$ cat src/design/fetch_pkg.sv
package fetch_pkg;

	// First fetch after reset
	localparam logic [31:0] reset_vector = 32'h0000_0000;

	// Direct-mapped cache geometry, one word per line
	localparam int icache_index_bits = 4;
	localparam int icache_lines = 1 << icache_index_bits;
	localparam int icache_tag_bits = 32 - icache_index_bits - 2;

	// RV32I major opcodes
	localparam logic [6:0] op_lui      = 7'b0110111;
	localparam logic [6:0] op_auipc    = 7'b0010111;
	localparam logic [6:0] op_jal      = 7'b1101111;
	localparam logic [6:0] op_jalr     = 7'b1100111;
	localparam logic [6:0] op_branch   = 7'b1100011;
	localparam logic [6:0] op_load     = 7'b0000011;
	localparam logic [6:0] op_store    = 7'b0100011;
	localparam logic [6:0] op_op_imm   = 7'b0010011;
	localparam logic [6:0] op_op       = 7'b0110011;
	localparam logic [6:0] op_misc_mem = 7'b0001111;
	localparam logic [6:0] op_system   = 7'b1110011;

	// Whole-word encodings of the system instructions that stop fetch
	localparam logic [31:0] instr_ecall = 32'h0000_0073;
	localparam logic [31:0] instr_mret  = 32'h3020_0073;
	localparam logic [31:0] instr_wfi   = 32'h1050_0073;

	typedef struct packed {
		logic [6:0] funct7;
		logic [4:0] rs2;
		logic [4:0] rs1;
		logic [2:0] funct3;
		logic [4:0] rd;
		logic [6:0] opcode;
	} r_view_t;

	typedef struct packed {
		logic [19:0] imm20;
		logic [4:0]  rd;
		logic [6:0]  opcode;
	} u_view_t;

	// Same word, register-format and upper-immediate layouts
	typedef union packed {
		r_view_t r_view;
		u_view_t u_view;
	} instruction_t;

	typedef struct packed {
		logic [4:0] rs1;
		logic [4:0] rs2;
		logic [4:0] rd;
		logic       is_control;
	} predecode_t;

	typedef struct packed {
		logic [7:0]   tag;
		logic [31:0]  pc;
		instruction_t instruction;
		logic [4:0]   rs1;
		logic [4:0]   rs2;
		logic [4:0]   rd;
		logic         is_control;
	} fetch_data_t;

endpackage

$ cat src/design/instruction_cache.sv
`timescale 1ns/1ps

module instruction_cache (
	input  logic        i_clock,
	input  logic        i_reset,
	input  logic [31:0] i_pc,
	input  logic        i_stall,
	output logic [31:0] o_rdata,
	output logic        o_ready,
	output logic        o_bus_request,
	output logic [31:0] o_bus_address,
	input  logic        i_bus_ready,
	input  logic [31:0] i_bus_rdata
);

	typedef enum logic {
		st_lookup,
		st_refill
	} cache_state_t;

	logic [31:0] data_array [fetch_pkg::icache_lines];
	logic [fetch_pkg::icache_tag_bits-1:0] tag_array [fetch_pkg::icache_lines];
	logic [fetch_pkg::icache_lines-1:0] valid;

	cache_state_t state;
	logic ready_q;
	logic [31:0] ready_pc;
	logic [fetch_pkg::icache_index_bits-1:0] index;
	logic [fetch_pkg::icache_index_bits-1:0] fill_index;
	logic [fetch_pkg::icache_tag_bits-1:0] tag;
	logic hit;
	logic lookup_en;

	assign index = i_pc[fetch_pkg::icache_index_bits+1:2];
	assign tag = i_pc[31:fetch_pkg::icache_index_bits+2];
	assign fill_index = o_bus_address[fetch_pkg::icache_index_bits+1:2];
	assign hit = valid[index] && (tag_array[index] == tag);

	// No lookup in the cycle a word is handed over
	assign lookup_en = (state == st_lookup) && !i_stall && !o_ready;

	// Drop a result whose PC was redirected underneath it
	assign o_ready = ready_q && !i_stall && (i_pc == ready_pc);

	always_ff @(posedge i_clock) begin
		if (i_reset) begin
			state <= st_lookup;
			valid <= '0;
			ready_q <= 1'b0;
			o_bus_request <= 1'b0;
		end else begin
			ready_q <= 1'b0;
			case (state)
				st_lookup: begin
					if (lookup_en) begin
						if (hit) begin
							ready_q <= 1'b1;
						end else begin
							state <= st_refill;
							o_bus_request <= 1'b1;
						end
					end
				end
				st_refill: begin
					// Back to lookup, which then hits on the new line
					if (i_bus_ready) begin
						o_bus_request <= 1'b0;
						valid[fill_index] <= 1'b1;
						state <= st_lookup;
					end
				end
				default: state <= st_lookup;
			endcase
		end
	end

	// Arrays and read data
	always_ff @(posedge i_clock) begin
		if (lookup_en) begin
			o_rdata <= data_array[index];
			ready_pc <= i_pc;
			if (!hit) begin
				o_bus_address <= {i_pc[31:2], 2'b00};
			end
		end
		if (state == st_refill && i_bus_ready) begin
			data_array[fill_index] <= i_bus_rdata;
			tag_array[fill_index] <= o_bus_address[31:fetch_pkg::icache_index_bits+2];
		end
	end

	// Bus request held with a fixed address until the word arrives
	assert property (@(posedge i_clock) disable iff (i_reset)
		o_bus_request && !i_bus_ready |=> o_bus_request && $stable(o_bus_address));

	// A handed-over word still belongs to a valid line holding its PC
	assert property (@(posedge i_clock) disable iff (i_reset)
		o_ready |-> valid[ready_pc[fetch_pkg::icache_index_bits+1:2]] &&
			(tag_array[ready_pc[fetch_pkg::icache_index_bits+1:2]] ==
			ready_pc[31:fetch_pkg::icache_index_bits+2]) &&
			(o_rdata == data_array[ready_pc[fetch_pkg::icache_index_bits+1:2]]));

endmodule

$ cat src/design/predecoder.sv
`timescale 1ns/1ps

module predecoder (
	input  fetch_pkg::instruction_t i_instruction,
	output fetch_pkg::predecode_t   o_predecode
);

	logic [6:0] opcode;
	logic is_r;
	logic is_i;
	logic is_s;
	logic is_b;
	logic is_u;
	logic is_j;
	logic is_system;
	logic stops_fetch;

	assign opcode = i_instruction.r_view.opcode;

	// Format classification
	always_comb begin
		is_r = 1'b0;
		is_i = 1'b0;
		is_s = 1'b0;
		is_b = 1'b0;
		is_u = 1'b0;
		is_j = 1'b0;
		is_system = 1'b0;
		case (opcode)
			fetch_pkg::op_op: is_r = 1'b1;
			fetch_pkg::op_load,
			fetch_pkg::op_op_imm,
			fetch_pkg::op_jalr,
			fetch_pkg::op_misc_mem: is_i = 1'b1;
			fetch_pkg::op_store: is_s = 1'b1;
			fetch_pkg::op_branch: is_b = 1'b1;
			fetch_pkg::op_lui,
			fetch_pkg::op_auipc: is_u = 1'b1;
			fetch_pkg::op_jal: is_j = 1'b1;
			fetch_pkg::op_system: is_system = 1'b1;
			default: ;
		endcase
	end

	// ECALL, MRET and WFI need the whole word, not just the opcode
	assign stops_fetch = is_system && ((i_instruction == fetch_pkg::instr_ecall) ||
		(i_instruction == fetch_pkg::instr_mret) ||
		(i_instruction == fetch_pkg::instr_wfi));

	always_comb begin
		o_predecode.rs1 = (is_r || is_i || is_s || is_b) ? i_instruction.r_view.rs1 : 5'd0;
		o_predecode.rs2 = (is_r || is_s || is_b) ? i_instruction.r_view.rs2 : 5'd0;
		if (is_u || is_j) begin
			o_predecode.rd = i_instruction.u_view.rd;
		end else if (is_r || is_i) begin
			o_predecode.rd = i_instruction.r_view.rd;
		end else begin
			o_predecode.rd = 5'd0;
		end
		o_predecode.is_control = is_j || is_b || (opcode == fetch_pkg::op_jalr) || stops_fetch;
	end

endmodule

$ cat src/design/fetch_stage.sv
`timescale 1ns/1ps

module fetch_stage (
	input  logic                     i_clock,
	input  logic                     i_reset,
	input  logic                     i_jump,
	input  logic [31:0]              i_jump_pc,
	input  logic                     i_irq_pending,
	input  logic [31:0]              i_irq_pc,
	output logic                     o_irq_dispatched,
	output logic [31:0]              o_irq_epc,
	output logic [31:0]              o_pc,
	output logic                     o_stall,
	input  fetch_pkg::instruction_t  i_rdata,
	input  logic                     i_ready,
	input  fetch_pkg::predecode_t    i_predecode,
	input  logic                     i_decode_busy,
	output fetch_pkg::fetch_data_t   o_data
);

	typedef enum logic {
		st_wait_icache,
		st_wait_jump
	} fetch_state_t;

	fetch_state_t state;
	logic dispatch;
	logic capture;

	assign o_stall = i_decode_busy || (state != st_wait_icache);

	// One dispatch per pulse; a pending line still high afterwards retriggers
	assign dispatch = (state == st_wait_icache) && i_irq_pending && !o_irq_dispatched;

	// Interrupts win over an arriving word
	assign capture = (state == st_wait_icache) && !i_irq_pending && i_ready;

	always_ff @(posedge i_clock) begin
		if (i_reset) begin
			state <= st_wait_icache;
			o_pc <= fetch_pkg::reset_vector;
			o_irq_dispatched <= 1'b0;
		end else begin
			o_irq_dispatched <= dispatch;
			case (state)
				st_wait_icache: begin
					if (dispatch) begin
						o_pc <= i_irq_pc;
					end else if (capture) begin
						// Control transfers stop fetch until a jump arrives
						if (i_predecode.is_control) begin
							state <= st_wait_jump;
						end else begin
							o_pc <= o_pc + 32'd4;
						end
					end
				end
				st_wait_jump: begin
					if (i_jump) begin
						o_pc <= i_jump_pc;
						state <= st_wait_icache;
					end
				end
				default: state <= st_wait_icache;
			endcase
		end
	end

	// Record to decode and saved exception PC
	always_ff @(posedge i_clock) begin
		if (i_reset) begin
			o_data.tag <= 8'd0;
		end else if (capture) begin
			o_data.tag <= o_data.tag + 8'd1;
		end
		if (capture) begin
			o_data.pc <= o_pc;
			o_data.instruction <= i_rdata;
			o_data.rs1 <= i_predecode.rs1;
			o_data.rs2 <= i_predecode.rs2;
			o_data.rd <= i_predecode.rd;
			o_data.is_control <= i_predecode.is_control;
		end
		if (dispatch) begin
			o_irq_epc <= o_pc;
		end
	end

	// Words arrive from the cache only while the stage accepts them
	assert property (@(posedge i_clock) disable iff (i_reset)
		i_ready |-> !o_stall);

endmodule

$ cat src/design/instruction_fetch.sv
`timescale 1ns/1ps

module instruction_fetch (
	input  logic                   i_clock,
	input  logic                   i_reset,
	input  logic                   i_jump,
	input  logic [31:0]            i_jump_pc,
	input  logic                   i_irq_pending,
	input  logic [31:0]            i_irq_pc,
	output logic                   o_irq_dispatched,
	output logic [31:0]            o_irq_epc,
	output logic                   o_bus_request,
	output logic [31:0]            o_bus_address,
	input  logic                   i_bus_ready,
	input  logic [31:0]            i_bus_rdata,
	input  logic                   i_decode_busy,
	output fetch_pkg::fetch_data_t o_data
);

	logic [31:0] pc;
	logic stall;
	logic cache_ready;
	fetch_pkg::instruction_t cache_rdata;
	fetch_pkg::predecode_t predecode;

	instruction_cache instruction_cache_inst (
		.i_clock(i_clock),
		.i_reset(i_reset),
		.i_pc(pc),
		.i_stall(stall),
		.o_rdata(cache_rdata),
		.o_ready(cache_ready),
		.o_bus_request(o_bus_request),
		.o_bus_address(o_bus_address),
		.i_bus_ready(i_bus_ready),
		.i_bus_rdata(i_bus_rdata)
	);

	// Register fields straight off the cache output
	predecoder predecoder_inst (
		.i_instruction(cache_rdata),
		.o_predecode(predecode)
	);

	fetch_stage fetch_stage_inst (
		.i_clock(i_clock),
		.i_reset(i_reset),
		.i_jump(i_jump),
		.i_jump_pc(i_jump_pc),
		.i_irq_pending(i_irq_pending),
		.i_irq_pc(i_irq_pc),
		.o_irq_dispatched(o_irq_dispatched),
		.o_irq_epc(o_irq_epc),
		.o_pc(pc),
		.o_stall(stall),
		.i_rdata(cache_rdata),
		.i_ready(cache_ready),
		.i_predecode(predecode),
		.i_decode_busy(i_decode_busy),
		.o_data(o_data)
	);

endmodule

$ cat config.mk
export PLATFORM = sky130hd
export DESIGN_NAME = instruction_fetch
export DESIGN_NICKNAME = d
export VERILOG_FILES = /design/src/design/fetch_pkg.sv /design/src/design/instruction_cache.sv /design/src/design/predecoder.sv /design/src/design/fetch_stage.sv /design/src/design/instruction_fetch.sv
export SDC_FILE = /design/constraint.sdc
export NUM_CORES = 1
export LEC_CHECK = 0
export BUFFER_PORTS_ARGS = -buffer_cell sky130_fd_sc_hd__buf_2
export CAP_MARGIN = 20
export CELL_PAD_IN_SITES_DETAIL_PLACEMENT = 1
export CELL_PAD_IN_SITES_GLOBAL_PLACEMENT = 1
export CORE_MARGIN = 10
export CORE_UTILIZATION = 55
export CTS_CLUSTER_SIZE = 40
export DETAILED_ROUTE_END_ITERATION = 8
export HOLD_SLACK_MARGIN = 0.05
export PLACE_DENSITY_LB_ADDON = 0.1
export SLEW_MARGIN = 25
export SYNTH_ARGS = -nofsm -noshare
export SYNTH_HDL_FRONTEND = slang
export SYNTH_HIERARCHICAL = 1
export SYNTH_SLANG_ARGS = --single-unit
$ cat constraint.sdc
create_clock -name i_clock -period 17.29 [get_ports i_clock]
set_input_delay 1.729 -clock i_clock [delete_from_list [all_inputs] [get_ports i_clock]]
set_output_delay 1.729 -clock i_clock [all_outputs]
set_load 0.1 [all_outputs]
=== Yosys cells after proc, flatten, opt, wreduce, memory -nomap -nowiden ===
Memory sizes are Yosys's and may differ from the RTL's. A register that Yosys moved wholly into a read port is not among the register bits.
Cells that the tools add are included.

* Register bits: 235
* Bits in writable memories: 928
* Bits of input ports: 102
* Output and inout bits: 154
* Logic and storage cells: 122
* Memories: 2

{| class="wikitable"
|+ Memories
! memory !! words !! width !! read ports !! clocked after Yosys merged registers in !! wr ports !! line !! source
|-
| instruction_cache_inst.data_array || 16 || 32 || 1 || 1 || 1 || instruction_cache.sv:21 || <nowiki>logic [31:0] data_array [fetch_pkg::icache_lines];</nowiki>
|-
| instruction_cache_inst.tag_array || 16 || 26 || 1 || 1 || 1 || instruction_cache.sv:22 || <nowiki>logic [fetch_pkg::icache_tag_bits-1:0] tag_array [fetch_pkg::icache_lines];</nowiki>
|}

* $add $sub $neg: 2
* Magnitude comparators: 3
* Equality and inequality tests: 22
* Mux-type cells: 36
* Bitwise gates (word level): 5
* Reductions and logical operators: 35

{| class="wikitable"
|+ Operators with widths
! kind !! number
|-
| $mux W32 || 4
|-
| $pmux W32 S2 || 1
|-
| $add A32 B3 Y32 const B || 1
|-
| $eq A32 B29 Y1 const B || 1
|-
| $eq A32 B30 Y1 const B || 1
|-
| $eq A32 B32 Y1 || 1
|-
| $eq A32 B7 Y1 const B || 1
|-
| $eq A7 B7 Y1 const B || 4
|-
| $eq A26 B26 Y1 || 1
|-
| $mux W1 || 22
|-
| $eq A7 B6 Y1 const B || 3
|-
| $or A16 B16 Y16 || 1
|-
| $eq A7 B5 Y1 const B || 2
|-
| $logic_and A1 B1 Y1 || 12
|-
| $logic_or A1 B1 Y1 || 12
|-
| $lt A4 B5 Y1 const B || 2
|-
| $mux W5 || 2
|-
| $add A8 B1 Y8 const B || 1
|-
| $mux W4 || 2
|-
| $eq A7 B2 Y1 const B || 1
|-
| $eq A7 B4 Y1 const B || 1
|-
| $ne A2 B2 Y1 const B || 3
|-
| $pmux W1 S2 || 3
|-
| $reduce_and A3 Y1 || 2
|-
| other kinds (12) || 19
|}

=== Logic depth before layout (Yosys ltp) ===
Gate-level depths: netlist (run 1).

* Depth after elaboration: 11
* Gate-level depth with buffers: 17
* Mapped depth without buffers: 10

=== Modules after synthesis ===
The synthesis (run 1) kept the hierarchy.

{| class="wikitable"
|+ By module, submodules not included
! module !! times used !! cells an instance !! area each (um^2) !! sequential area each (um^2)
|-
| instruction_cache || 1 || 1732 || 39661.8 || 31069.8
|-
| fetch_stage || 1 || 498 || 6272.3 || 4204.0
|-
| predecoder || 1 || 50 || 326.6 || 0.0
|}

=== Least setup slack after synthesis (run 1) ===
No wires, ideal clock.

* Kind: input -> register
* From: input i_decode_busy
* To: register instruction_cache_inst.o_bus_address[10] (enable)
* Setup time: 0.425 ns
* Data arrival time: 8.356 ns
* Data required time: 16.865 ns
* Setup slack: 8.509 ns
* Cell stages on the path: 3
* Buffers on the path: 0
* Cell sequence: or2_2 nor3_1 a21boi_1

* Cells in the longest elaborated chain, start to end: 7
* Elaborated cells on any way between the ends: 8
* Classes of those cells: 8 x reduce/logical

{| class="wikitable"
|+ RTL lines
! element !! line !! source
|-
| start, declared || instruction_fetch.sv:16 || <nowiki>input logic i_decode_busy,</nowiki>
|-
| $logic_or A1 B1 Y1 * || fetch_stage.sv:30 || <nowiki>assign o_stall = i_decode_busy || (state != st_wait_icache);</nowiki>
|-
| $logic_not A1 Y1 * || instruction_cache.sv:40, instruction_cache.sv:43 ||
|-
| $logic_and A1 B1 Y1 (2 in series) || instruction_cache.sv:43 || <nowiki>assign o_ready = ready_q && !i_stall && (i_pc == ready_pc);</nowiki>
|-
| $logic_not A1 Y1 || instruction_cache.sv:40 || <nowiki>assign lookup_en = (state == st_lookup) && !i_stall && !o_ready;</nowiki>
|-
| $logic_and A1 B1 Y1 * || instruction_cache.sv:40 ||
|-
| via instruction_cache_inst.lookup_en || instruction_cache.sv:32 || <nowiki>logic lookup_en;</nowiki>
|-
| $reduce_and A2 Y1 (no line) * || n/a ||
|-
| end signal, assigned || instruction_cache.sv:83 || <nowiki>o_bus_address <= {i_pc[31:2], 2'b00};</nowiki>
|-
| end, declared || instruction_cache.sv:11 || <nowiki>output logic [31:0] o_bus_address,</nowiki>
|}

Mark *: on every way through the listed nets, which the timed path passes. The rest lies on a longest branch.
A chain may end at the register's enable or synchronous reset.

=== Worst setup path in the final report (run 1) ===
* From: register fetch_stage_inst.o_pc[2]
* To: register instruction_cache_inst.o_bus_address[23] (enable)

* Cells in the longest elaborated chain, start to end: 5
* Elaborated cells on any way between the ends: 9
* Classes of those cells: 1 x eq/ne; 2 x mux; 1 x bitwise; 5 x reduce/logical

{| class="wikitable"
|+ RTL lines
! element !! line !! source
|-
| start, declared || fetch_stage.sv:12 || <nowiki>output logic [31:0] o_pc,</nowiki>
|-
| start signal, assigned || fetch_stage.sv:41 || <nowiki>o_pc <= fetch_pkg::reset_vector;</nowiki>
|-
| start signal, assigned || fetch_stage.sv:48 || <nowiki>o_pc <= i_irq_pc;</nowiki>
|-
| start signal, assigned || fetch_stage.sv:54 || <nowiki>o_pc <= o_pc + 32'd4;</nowiki>
|-
| $bmux W1 S4 / $eq A32 B32 Y1 (equally long branches) || instruction_cache.sv:37, instruction_cache.sv:43 ||
|-
| $mux W1 (implied by the code) / $logic_and A1 B1 Y1 (equally long branches) || instruction_cache.sv:37, instruction_cache.sv:43 ||
|-
| $logic_and A1 B1 Y1 / $logic_not A1 Y1 (equally long branches) || instruction_cache.sv:37, instruction_cache.sv:40 ||
|-
| $not A1 Y1 (no line) / $logic_and A1 B1 Y1 (equally long branches) || n/a ||
|-
| $reduce_and A2 Y1 (no line) * || n/a ||
|}

Mark *: on every way between the ends. The rest lies on a longest branch, timed or not. The select of a mux whose other input is x is not followed.

==> results.txt, run 1 <==
Final Skew = 0.0423 ns
Hold Path End = fetch_stage_inst/o_data[43]
largest net degree at the start of global routing = 69
Gate Count Post-Synth = 2280
cell taking the most area after synthesis = edfxtp_1
yosys warns = 6
Root Driver = clkbuf_16
EDFF count, synth = 1134
RSZ-0062 raised after global routing = no
PwrDens = 116 nW/µm²
fin cells = 3804
# DRC = 0
Worst EP required = 17.70 ns
max-slew violation count = 0
outcome = finished, final reports clean
share of the synthesized area in the top cell type = 73.6%
ANT nets after route = 0
initial antenna violation count = 8
WP data arrival = 5.45 ns
first-pass GRT wire length = 178000 µm
max cap viols = 0
worst reg2reg setup slack = 12.24 ns
First-pass DRT Iterations = 5
distinct cell type count after synthesis = 91
# fillers = 7034
# placed instances = 3581
layout cell share with drive strength beyond 1 = 30.1%
Area after DPL = 49000 µm²
type of the worst min-delay path = flop to flop
synth top area cells = edfxtp_1 (74%), mux4_2 (11%), dfxtp_1 (2.6%)
Avg Vias per Cell = 6.38
H-tree depth = 3
most frequent cells after synthesis = edfxtp_1 (1134), mux4_2 (234), nand2_1 (88), nor2_1 (84), dfxtp_1 (61)
register area share after synthesis = 76.3%
Die ar. = 96100 µm²
DR vias = 24300
Clock Tree Buf Depth = 3
wirelength, routed = 123000 µm
Worst setup SP type = flop
Reg2Reg Capture Point = instruction_cache_inst/o_bus_address[23]
Worst-path clk slew = 0.06 ns
FFs w/ async S/R, synth = 0%
final core occ = 63.1%
Hold Crit Start = instruction_cache_inst/o_rdata[27]
final setup vio count = 0
Critical R2R Launch = fetch_stage_inst/o_pc[2]
Period minus WS final = 5.05 ns
mapped cell area = 46300 µm²
normalized max-slew margin = 25.5%
Std-Cell Core Area = 83600 µm²
placed wire-length estimate = 70700 µm
critical path peak fanout = 56
final worst-path cycle share = 29.2%
Final Net Count = 2726
area of all placed cells without fillers = 52700 µm²
Die Width = 310 µm
Iter 0 DRT Violations = 2469
TritonCTS Buffers = 117
# Post-CTS Setup Buffers = 0
CTS Sinks = 1195
Worst Hold Path Cells = 0
kind of critical path = flop to flop
most common cell in the synthesized netlist = edfxtp_1
# port buffers = 253
WL/cell = 32.4 µm
Synth Register Bits = 1195
# hold bufs at CTS = 0
Fin Setup TNS = 0 ns
final hold violation count = 0
Avg Synthesized Cell Area = 20.3 µm²
fmax = 198 MHz
routability cong. = 0.837
CTS tree = yes
vias in the first global route = 25800
total global-route track usage = 25.6%
total gr overflow = 0
Lkg Pwr = 0.0171 µW
CTS resizes = 0
Worst-Margin Slew = 1.12 ns
initial core utilization = 55.4%
Ports = 256
crit end category = flop
FP Rows = 106
DIE HEIGHT = 310 µm
Layout area overhead = 14.0%
Peak VDD IR = 0.0000834 V
Clock Latency Late Sink = 0.70 ns
Worst R2R Path Depth = 10
Primary FF master, synth = edfxtp_1
==> cells in the final DEF, fill, tap and decap left out, types with 26 or more instances in the layout <==
cell,n
a21oi_1,40
buf_2,253
buf_4,70
clkbuf_16,118
clkinv_1,35
clkinv_2,27
dfxtp_1,56
edfxtp_1,1134
mux2_2,38
mux2i_1,51
mux4_2,234
nand2_1,88
nor2_1,72
nor4_1,26
o21ai_0,48
xor2_1,49
==> cell families (layout without fill, tap and decap cells) <==
| logic type | after synthesis | after routing | share of synthesized area (%) |
|---|---|---|---|
| AOI/OAI and AO/OA | 206 | 206 | 3.06 |
| xor gates and xnor gates | 68 | 68 | 1.29 |
| adders and majority gates | 2 | 2 | 0.0541 |
| buffers and inverters | 120 | 560 | 1.42 |
| DFF | 1195 | 1195 | 76.3 |
| muxes | 328 | 328 | 13.7 |
| other | 1 | 5 | 0.00811 |
| and+or+nand+nor | 360 | 360 | 4.22 |
==> cell type report <==
class                   count  area [µm²]  area share, %
clock inverters            79         649           1.23
clock buffers             139        3030           5.75
flip-flops and latches   1195       35300           66.9
inverters                  15        57.6          0.109
diodes                      3        7.51         0.0142
repair buffers            327        1880           3.56
multi-input cells         966       10500           19.9
well taps                1080        1350           2.56
==> critical path, cell delays in order (launching register included) <==
cell and delay (ns):
dfxtp_4 0.78, buf_6 0.66, buf_4 0.78, mux4_2 0.60, mux2i_1 0.19, xor2_1 0.20
nand3_1 0.12, o31a_1 0.23, nor4_2 0.53, a21boi_4 0.26, buf_4 0.31
==> flip-flops by register name, summed over array words and instances, names as in the netlist <==
| signal | cells |
|---|---|
| fetch_stage_inst/o_data | 88 |
| fetch_stage_inst/o_irq_dispatched | 1 |
| fetch_stage_inst/o_irq_epc | 32 |
| fetch_stage_inst/o_pc | 32 |
| fetch_stage_inst/state | 1 |
| instruction_cache_inst/data_array | 512 |
| instruction_cache_inst/o_bus_address | 30 |
| instruction_cache_inst/o_bus_request | 1 |
| instruction_cache_inst/o_rdata | 32 |
| instruction_cache_inst/ready_pc | 32 |
| instruction_cache_inst/ready_q | 1 |
| instruction_cache_inst/state | 1 |
| instruction_cache_inst/tag_array | 416 |
| instruction_cache_inst/valid | 16 |
==> report_power, final <==
group	switching, µW	leakage [µW]	internal [µW]	total, µW
Sequential	53.2	0.0108	3220	3270
Clock	1080	0.00179	1360	2440
Combinational	269	0.00445	139	408
Total	1400	0.0171	4710	6120
==> metrics by stage <==
stage	power, µW	hold slack, ns	worst slack, ns
after global placement	3730	0.444	12.02
final	6120	0.466	12.24
after floorplan	3600	0.427	8.51
after CTS	6160	0.467	11.88
after global routing	6300	0.481	11.82
after detailed placement	3740	0.439	11.94
==> per-layer routing <==
layer	wire (µm)	GRT usage, %	vias to the layer above
li1	-	-	10100
met1	47500	33.0	12900
met2	62100	43.1	1015
met3	8840	4.85	246
met4	4950	9.87	8
met5	57	0	-
==> how the worst max path moves through the flow <==
stage,start,to,slack [ns]
after floorplan,i_decode_busy,instruction_cache_inst/o_bus_address[10],8.51
after global placement,fetch_stage_inst/o_pc[2],instruction_cache_inst/o_bus_address[19],12.02
after detailed placement,i_decode_busy,fetch_stage_inst/o_pc[25],11.94
after CTS,fetch_stage_inst/o_pc[2],instruction_cache_inst/o_bus_address[21],11.88
after global routing,fetch_stage_inst/o_pc[2],instruction_cache_inst/o_bus_address[21],11.82
final,fetch_stage_inst/o_pc[2],instruction_cache_inst/o_bus_address[23],12.24
No activity file was read; power rests on OpenSTA's default activity.
==> inputs of run 2 (changes only) <==
Settings changed: CORE_UTILIZATION 55 to 53.
Clock period 17.29 ns to 5.2 ns, I/O delays scaled along.
==> results.txt, run 2 (synthesis results as in run 1) <==
outcome = finished, final reports clean
Die Width = 315 µm (+1.7%)
# port buffers = 253 (unchanged)
Root Driver = clkbuf_16
Avg Vias per Cell = 6.26 (-1.9%)
most common cell after layout, fill and taps aside = edfxtp_1
Lkg Pwr = 0.0172 µW (+1.1%)
crit end category = flop
sw frac = 22.9% (-0.044 points)
Top reg by flops = instruction_cache_inst/data_array
CTS resizes = 0 (unchanged)
First-pass DRT Iterations = 5 (unchanged)
Worst path most repeated cell = mux4_2
crit path cell chain = buf_4 > mux4_2 > mux4_2 > xor2_1 > nor3b_1 > and4_1 > a21boi_4 > buf_12
Die ar. = 99500 µm² (+3.5%)
pre-CTS WS = 1.21 ns (-10.73 ns)
Peak VDD IR = 0.000283 V (+240%)
normalized max-slew margin = 29.0% (+3.5 points)
H-tree depth = 3 (unchanged)
TritonCTS Buffers = 118 (+0.85%)
max-slew violation count = 0 (unchanged)
# hold bufs at CTS = 0 (unchanged)
Net Switching = 4710 µW (+240%)
critical path peak fanout = 29 (-48%)
setup ws final = 1.20 ns (-11.05 ns)
FP Rows = 108 (+1.9%)
share of total power in combinational logic = 6.8% (about the same)
ANT nets after route = 0 (unchanged)
PwrDens = 386 nW/µm² (+230%)
clock network fraction of total power = 40.4% (+0.5 points)
DR vias = 24400 (+0.59%)
largest net degree at the start of global routing = 125 (+81%)
WL/cell = 32.4 µm (about the same)
max incr delay on CP = 0.73 ns (-0.05 ns)
DIE HEIGHT = 315 µm (+1.7%)
type of the worst min-delay path = input port to flop
routability cong. = 0.851 (+1.7%)
FF+latch area = 35300 µm² (unchanged)
Worst setup SP type = flop
initial antenna violation count = 7 (-1)
max cap viols = 0 (unchanged)
Iter 0 DRT Violations = 2379 (-3.6%)
final hold violation count = 0 (unchanged)
initial core utilization = 53.3% (-2.0 points)
# fillers = 7344 (+4.4%)
RSZ-0062 raised after global routing = no
Clock Latency Late Sink = 0.71 ns (about the same)
WP data arrival = 4.40 ns (-1.05 ns)
Fin Setup TNS = 0 ns (unchanged)
layout cell share with drive strength beyond 1 = 30.8% (+0.67 points)
final setup vio count = 0 (unchanged)
Cell Int Power = 15900 µW (+240%)
Worst EP required = 5.59 ns (-12.11 ns)
# DRC = 0 (unchanged)
Worst R2R Path Depth = 8 (-2)
commonest non-fill, non-tap cells in the layout = edfxtp_1 (1134), buf_2 (253), mux4_2 (234)
Clock Tree Buf Depth = 3 (unchanged)
Final Net Count = 2742 (+0.59%)
vias in the first global route = 25800 (-0.058%)
final worst-path cycle share = 77.0% (+48 points)
kind of critical path = flop to flop
Worst-path clk slew = 0.06 ns (about the same)
total global-route track usage = 25.3% (-0.32 points)
Period minus WS final = 4.00 ns (-1.04 ns)
total gr overflow = 0 (unchanged)
# Post-CTS Setup Buffers = 0 (unchanged)
Worst-Margin Slew = 1.06 ns (-0.0548 ns)
Std-Cell Core Area = 86800 µm² (+3.8%)
Ports = 256 (unchanged)
fmax = 250 MHz (+26%)
max FFs per register = 512 (unchanged)
sequential power share = 52.8% (-0.7 points)
final core occ = 61.4% (-1.7 points)
CTS tree = yes
wirelength, routed = 126000 µm (+2.4%)
Layout area overhead = 15.2%
area occupied by multi-input gates = 10500 µm² (+0.50%)
CTS Sinks = 1195 (unchanged)
first-pass GRT wire length = 183000 µm (+2.7%)
Worst Hold Path Cells = 3 (+3)
leading registers by flop count = instruction_cache_inst/data_array (512), instruction_cache_inst/tag_array (416), fetch_stage_inst/o_data (88)
placed wire-length estimate = 72800 µm (+3.0%)
Slowest-stage cell, CP = dfxtp_4
Final Skew = 0.0267 ns (-0.0155 ns)
-- run 2: cell count changes in the layout (fill, tap and decap cells not counted), moves of 3 or more --
cell	change
clkinv_2	-3
clkinv_4	+3
buf_12	+19
nor3_2	-4
nor3_4	+5
clkbuf_8	+6
-- run 2: layer usage --
metal | vias to the layer above | track usage (%) | part of all wire (%)
met5 | - | 0 | 0.044
met4 | 8 | 8.46 | 3.1
met3 | 224 | 4.39 | 6.1
met2 | 928 | 42.8 | 51
met1 | 13100 | 33.1 | 39
li1 | 10100 | - | -
-- run 2: worst max-delay path: cells and delay by family (launching register included) --
kind	cells	cell delay, ns
and+or+nand+nor	2	0.36
xor gates and xnor gates	1	0.40
DFF	1	0.73
muxes	2	1.05
buffers and inverters	2	0.68
AOI/OAI and AO/OA	1	0.42
-- run 2: layout make-up --
class / instances / share of cell area [%]
tap: 1155 / 2.71
clock inverter: 80 / 1.22
inverter: 15 / 0.108
sequential: 1195 / 66.2
timing repair buffer: 342 / 4.10
clock buffer: 145 / 5.88
antenna: 1 / 0.00470
multi-input combinational: 966 / 19.8
-- run 2: per-stage QoR --
step / total power, µW / hold WS (ns) / cell area [µm²] / std cells
global placement: 12400 / 0.444 / 49400 / 3670
floorplan: 12000 / 0.427 / 46300 / 2281
finish: 20600 / 0.112 / 53300 / 3899
global route: 21200 / 0.103 / 53300 / 3898
detailed placement: 12500 / 0.440 / 49500 / 3673
CTS: 20700 / 0.0714 / 53300 / 3898
-- run 2: power by group through the flow --
stage	registers [µW]	logic [µW]	clock network, µW
2_1_floorplan	11300	693	0
3_3_place_gp	11100	1370	0
4_1_cts	10900	1410	8450
5_1_grt	10900	1480	8820
6_report	10900	1400	8300
3_5_place_dp	11100	1400	0
-- run 2: final timing paths --
check	startpoint	endpoint	slack, ns
max	fetch_stage_inst/o_pc[2]	instruction_cache_inst/o_bus_address[18]	1.20
min	i_irq_pc[0]	fetch_stage_inst/o_pc[0]	0.11
max reg2reg	fetch_stage_inst/o_pc[2]	instruction_cache_inst/o_bus_address[18]	1.20
min reg2reg	instruction_cache_inst/valid[7]	instruction_cache_inst/valid[7]	0.47
==> inputs of run 3 (changes only) <==
Clock period 5.2 ns to 3.8 ns, I/O delays scaled along.
==> results.txt, run 3 (synthesis results as in run 1) <==
WP data arrival = 3.97 ns (-0.43 ns)
first-pass GRT wire length = 185000 µm (+0.96%)
Lkg Pwr = 0.0176 µW (+2.2%)
final worst-path cycle share = 92.4% (+15 points)
Iter 0 DRT Violations = 2267 (-4.7%)
placed wire-length estimate = 74700 µm (+2.5%)
ANT nets after route = 0 (unchanged)
# placed instances = 3692 (+0.52%)
area of all placed cells without fillers = 54100 µm² (+1.5%)
initial core utilization = 53.3% (unchanged)
Worst setup SP type = flop
Worst EP required = 4.26 ns (-1.33 ns)
Std-Cell Core Area = 86800 µm² (unchanged)
final hold violation count = 0 (unchanged)
crit end category = flop
Ports = 256 (unchanged)
fin cells = 3949 (+1.3%)
fmax = 285 MHz (+14%)
leading registers by flop count = instruction_cache_inst/data_array (512), instruction_cache_inst/tag_array (416), fetch_stage_inst/o_data (88)
total gr overflow = 0 (unchanged)
routability cong. = 0.851 (unchanged)
commonest non-fill, non-tap cells in the layout = edfxtp_1 (1134), buf_2 (253), mux4_2 (234)
PwrDens = 532 nW/µm² (+38%)
outcome = finished, final reports clean
largest net degree at the start of global routing = 73 (-42%)
critical path peak fanout = 19 (-34%)
Top reg by flops = instruction_cache_inst/data_array
First-pass DRT Iterations = 5 (unchanged)
Die ar. = 99500 µm² (unchanged)
Final Skew = 0.0283 ns (+0.00156 ns)
Root Driver = clkbuf_16
FP Rows = 108 (unchanged)
Area after DPL = 49700 µm² (+0.48%)
total chip power = 28800 µW (+40%)
WL/cell = 32.3 µm (-0.46%)
type of the worst min-delay path = input port to flop
# port buffers = 253 (unchanged)
# DRC = 0 (unchanged)
Worst-Margin Slew = 0.970 ns (-0.0930 ns)
RSZ-0062 raised after global routing = no
Clock Latency Late Sink = 0.71 ns (about the same)
# Post-CTS Setup Buffers = 0 (unchanged)
kind of critical path = flop to flop
TritonCTS Buffers = 116 (-1.7%)
Final Net Count = 2795 (+1.9%)
Period minus WS final = 3.51 ns (-0.492 ns)
DIE HEIGHT = 315 µm (unchanged)
most common cell after layout, fill and taps aside = edfxtp_1
max FFs per register = 512 (unchanged)
layout cell share with drive strength beyond 1 = 31.1% (+0.37 points)
max cap viols = 0 (unchanged)
vias in the first global route = 26200 (+1.7%)
Die Width = 315 µm (unchanged)
initial antenna violation count = 6 (-1)
CTS Sinks = 1195 (unchanged)
CTS tree = yes
Peak VDD IR = 0.000504 V (+78%)
Layout area overhead = 16.9%
final core occ = 62.4% (+0.91 points)
Avg Vias per Cell = 6.21 (-0.77%)
DR vias = 24500 (+0.50%)
wirelength, routed = 127000 µm (+0.82%)
Clock Tree Buf Depth = 3 (unchanged)
normalized max-slew margin = 35.3% (+6.3 points)
max-slew violation count = 0 (unchanged)
final setup vio count = 0 (unchanged)
H-tree depth = 3 (unchanged)
Worst-path clk slew = 0.06 ns (about the same)
total global-route track usage = 25.5% (+0.22 points)
==> run 3: final timing paths <==
| check | cells past startpoint | slack [ns] | from | endpoint |
|---|---|---|---|---|
| setup reg to reg | 11 | 0.29 | fetch_stage_inst/o_pc[2] | instruction_cache_inst/o_bus_address[23] |
| setup / recovery | 11 | 0.29 | fetch_stage_inst/o_pc[2] | instruction_cache_inst/o_bus_address[23] |
| hold / removal | 4 | 0.07 | i_irq_pc[1] | fetch_stage_inst/o_pc[1] |
| hold reg to reg | 0 | 0.46 | instruction_cache_inst/o_rdata[30] | fetch_stage_inst/o_data[46] |
==> run 3: power by group <==
group	internal (µW)	total, µW	switching (µW)
Sequential	14600	14900	223
Combinational	701	1990	1290
Clock	7050	11900	4890
==> run 3: stage by stage <==
stage	worst slack, ns	hold WS, ns	TNS (ns)
final	0.290	0.0733	0
after global routing	0.0285	0.0628	0
after detailed placement	0.284	0.454	0
after floorplan	-1.26	0.427	-89.74
after global placement	0.359	0.437	0
after CTS	0.261	0.0516	0
==> run 3: cell type report <==
cell class                 instances  area (µm²)
clock inverter                    86         941
clock buffer                     132        3030
multi-input combinational        966       10500
antenna                            3        7.51
fill                            7355       32700
inverter                          15        60.1
sequential                      1195       35300
timing repair buffer             397        2780
tap                             1155        1450
==> run 3: worst max-delay path: stages (launching register included) <==
cell	delay, ns
dfxtp_4	0.55
buf_12	0.24
buf_4	0.22
buf_4	0.22
mux4_2	0.51
mux2i_1	0.19
xor2_1	0.19
nand3_1	0.10
o31a_1	0.19
nor4_2	0.49
a21boi_4	0.14
buf_12	0.19
==> run 3: what timing repair did <==
action                                 CTS  global route
endpoints found under the hold margin  495             0
hold buffers                            36             0
resized for setup                        0             0
==> run 3: metal layers <==
layer | vias up | share of wire (%) | GRT usage (%)
met5 | - | 0 | 0
met4 | 0 | 3.0 | 8.71
met3 | 209 | 6.5 | 3.90
met2 | 964 | 51 | 43.5
met1 | 13100 | 39 | 33.4
li1 | 10300 | - | -
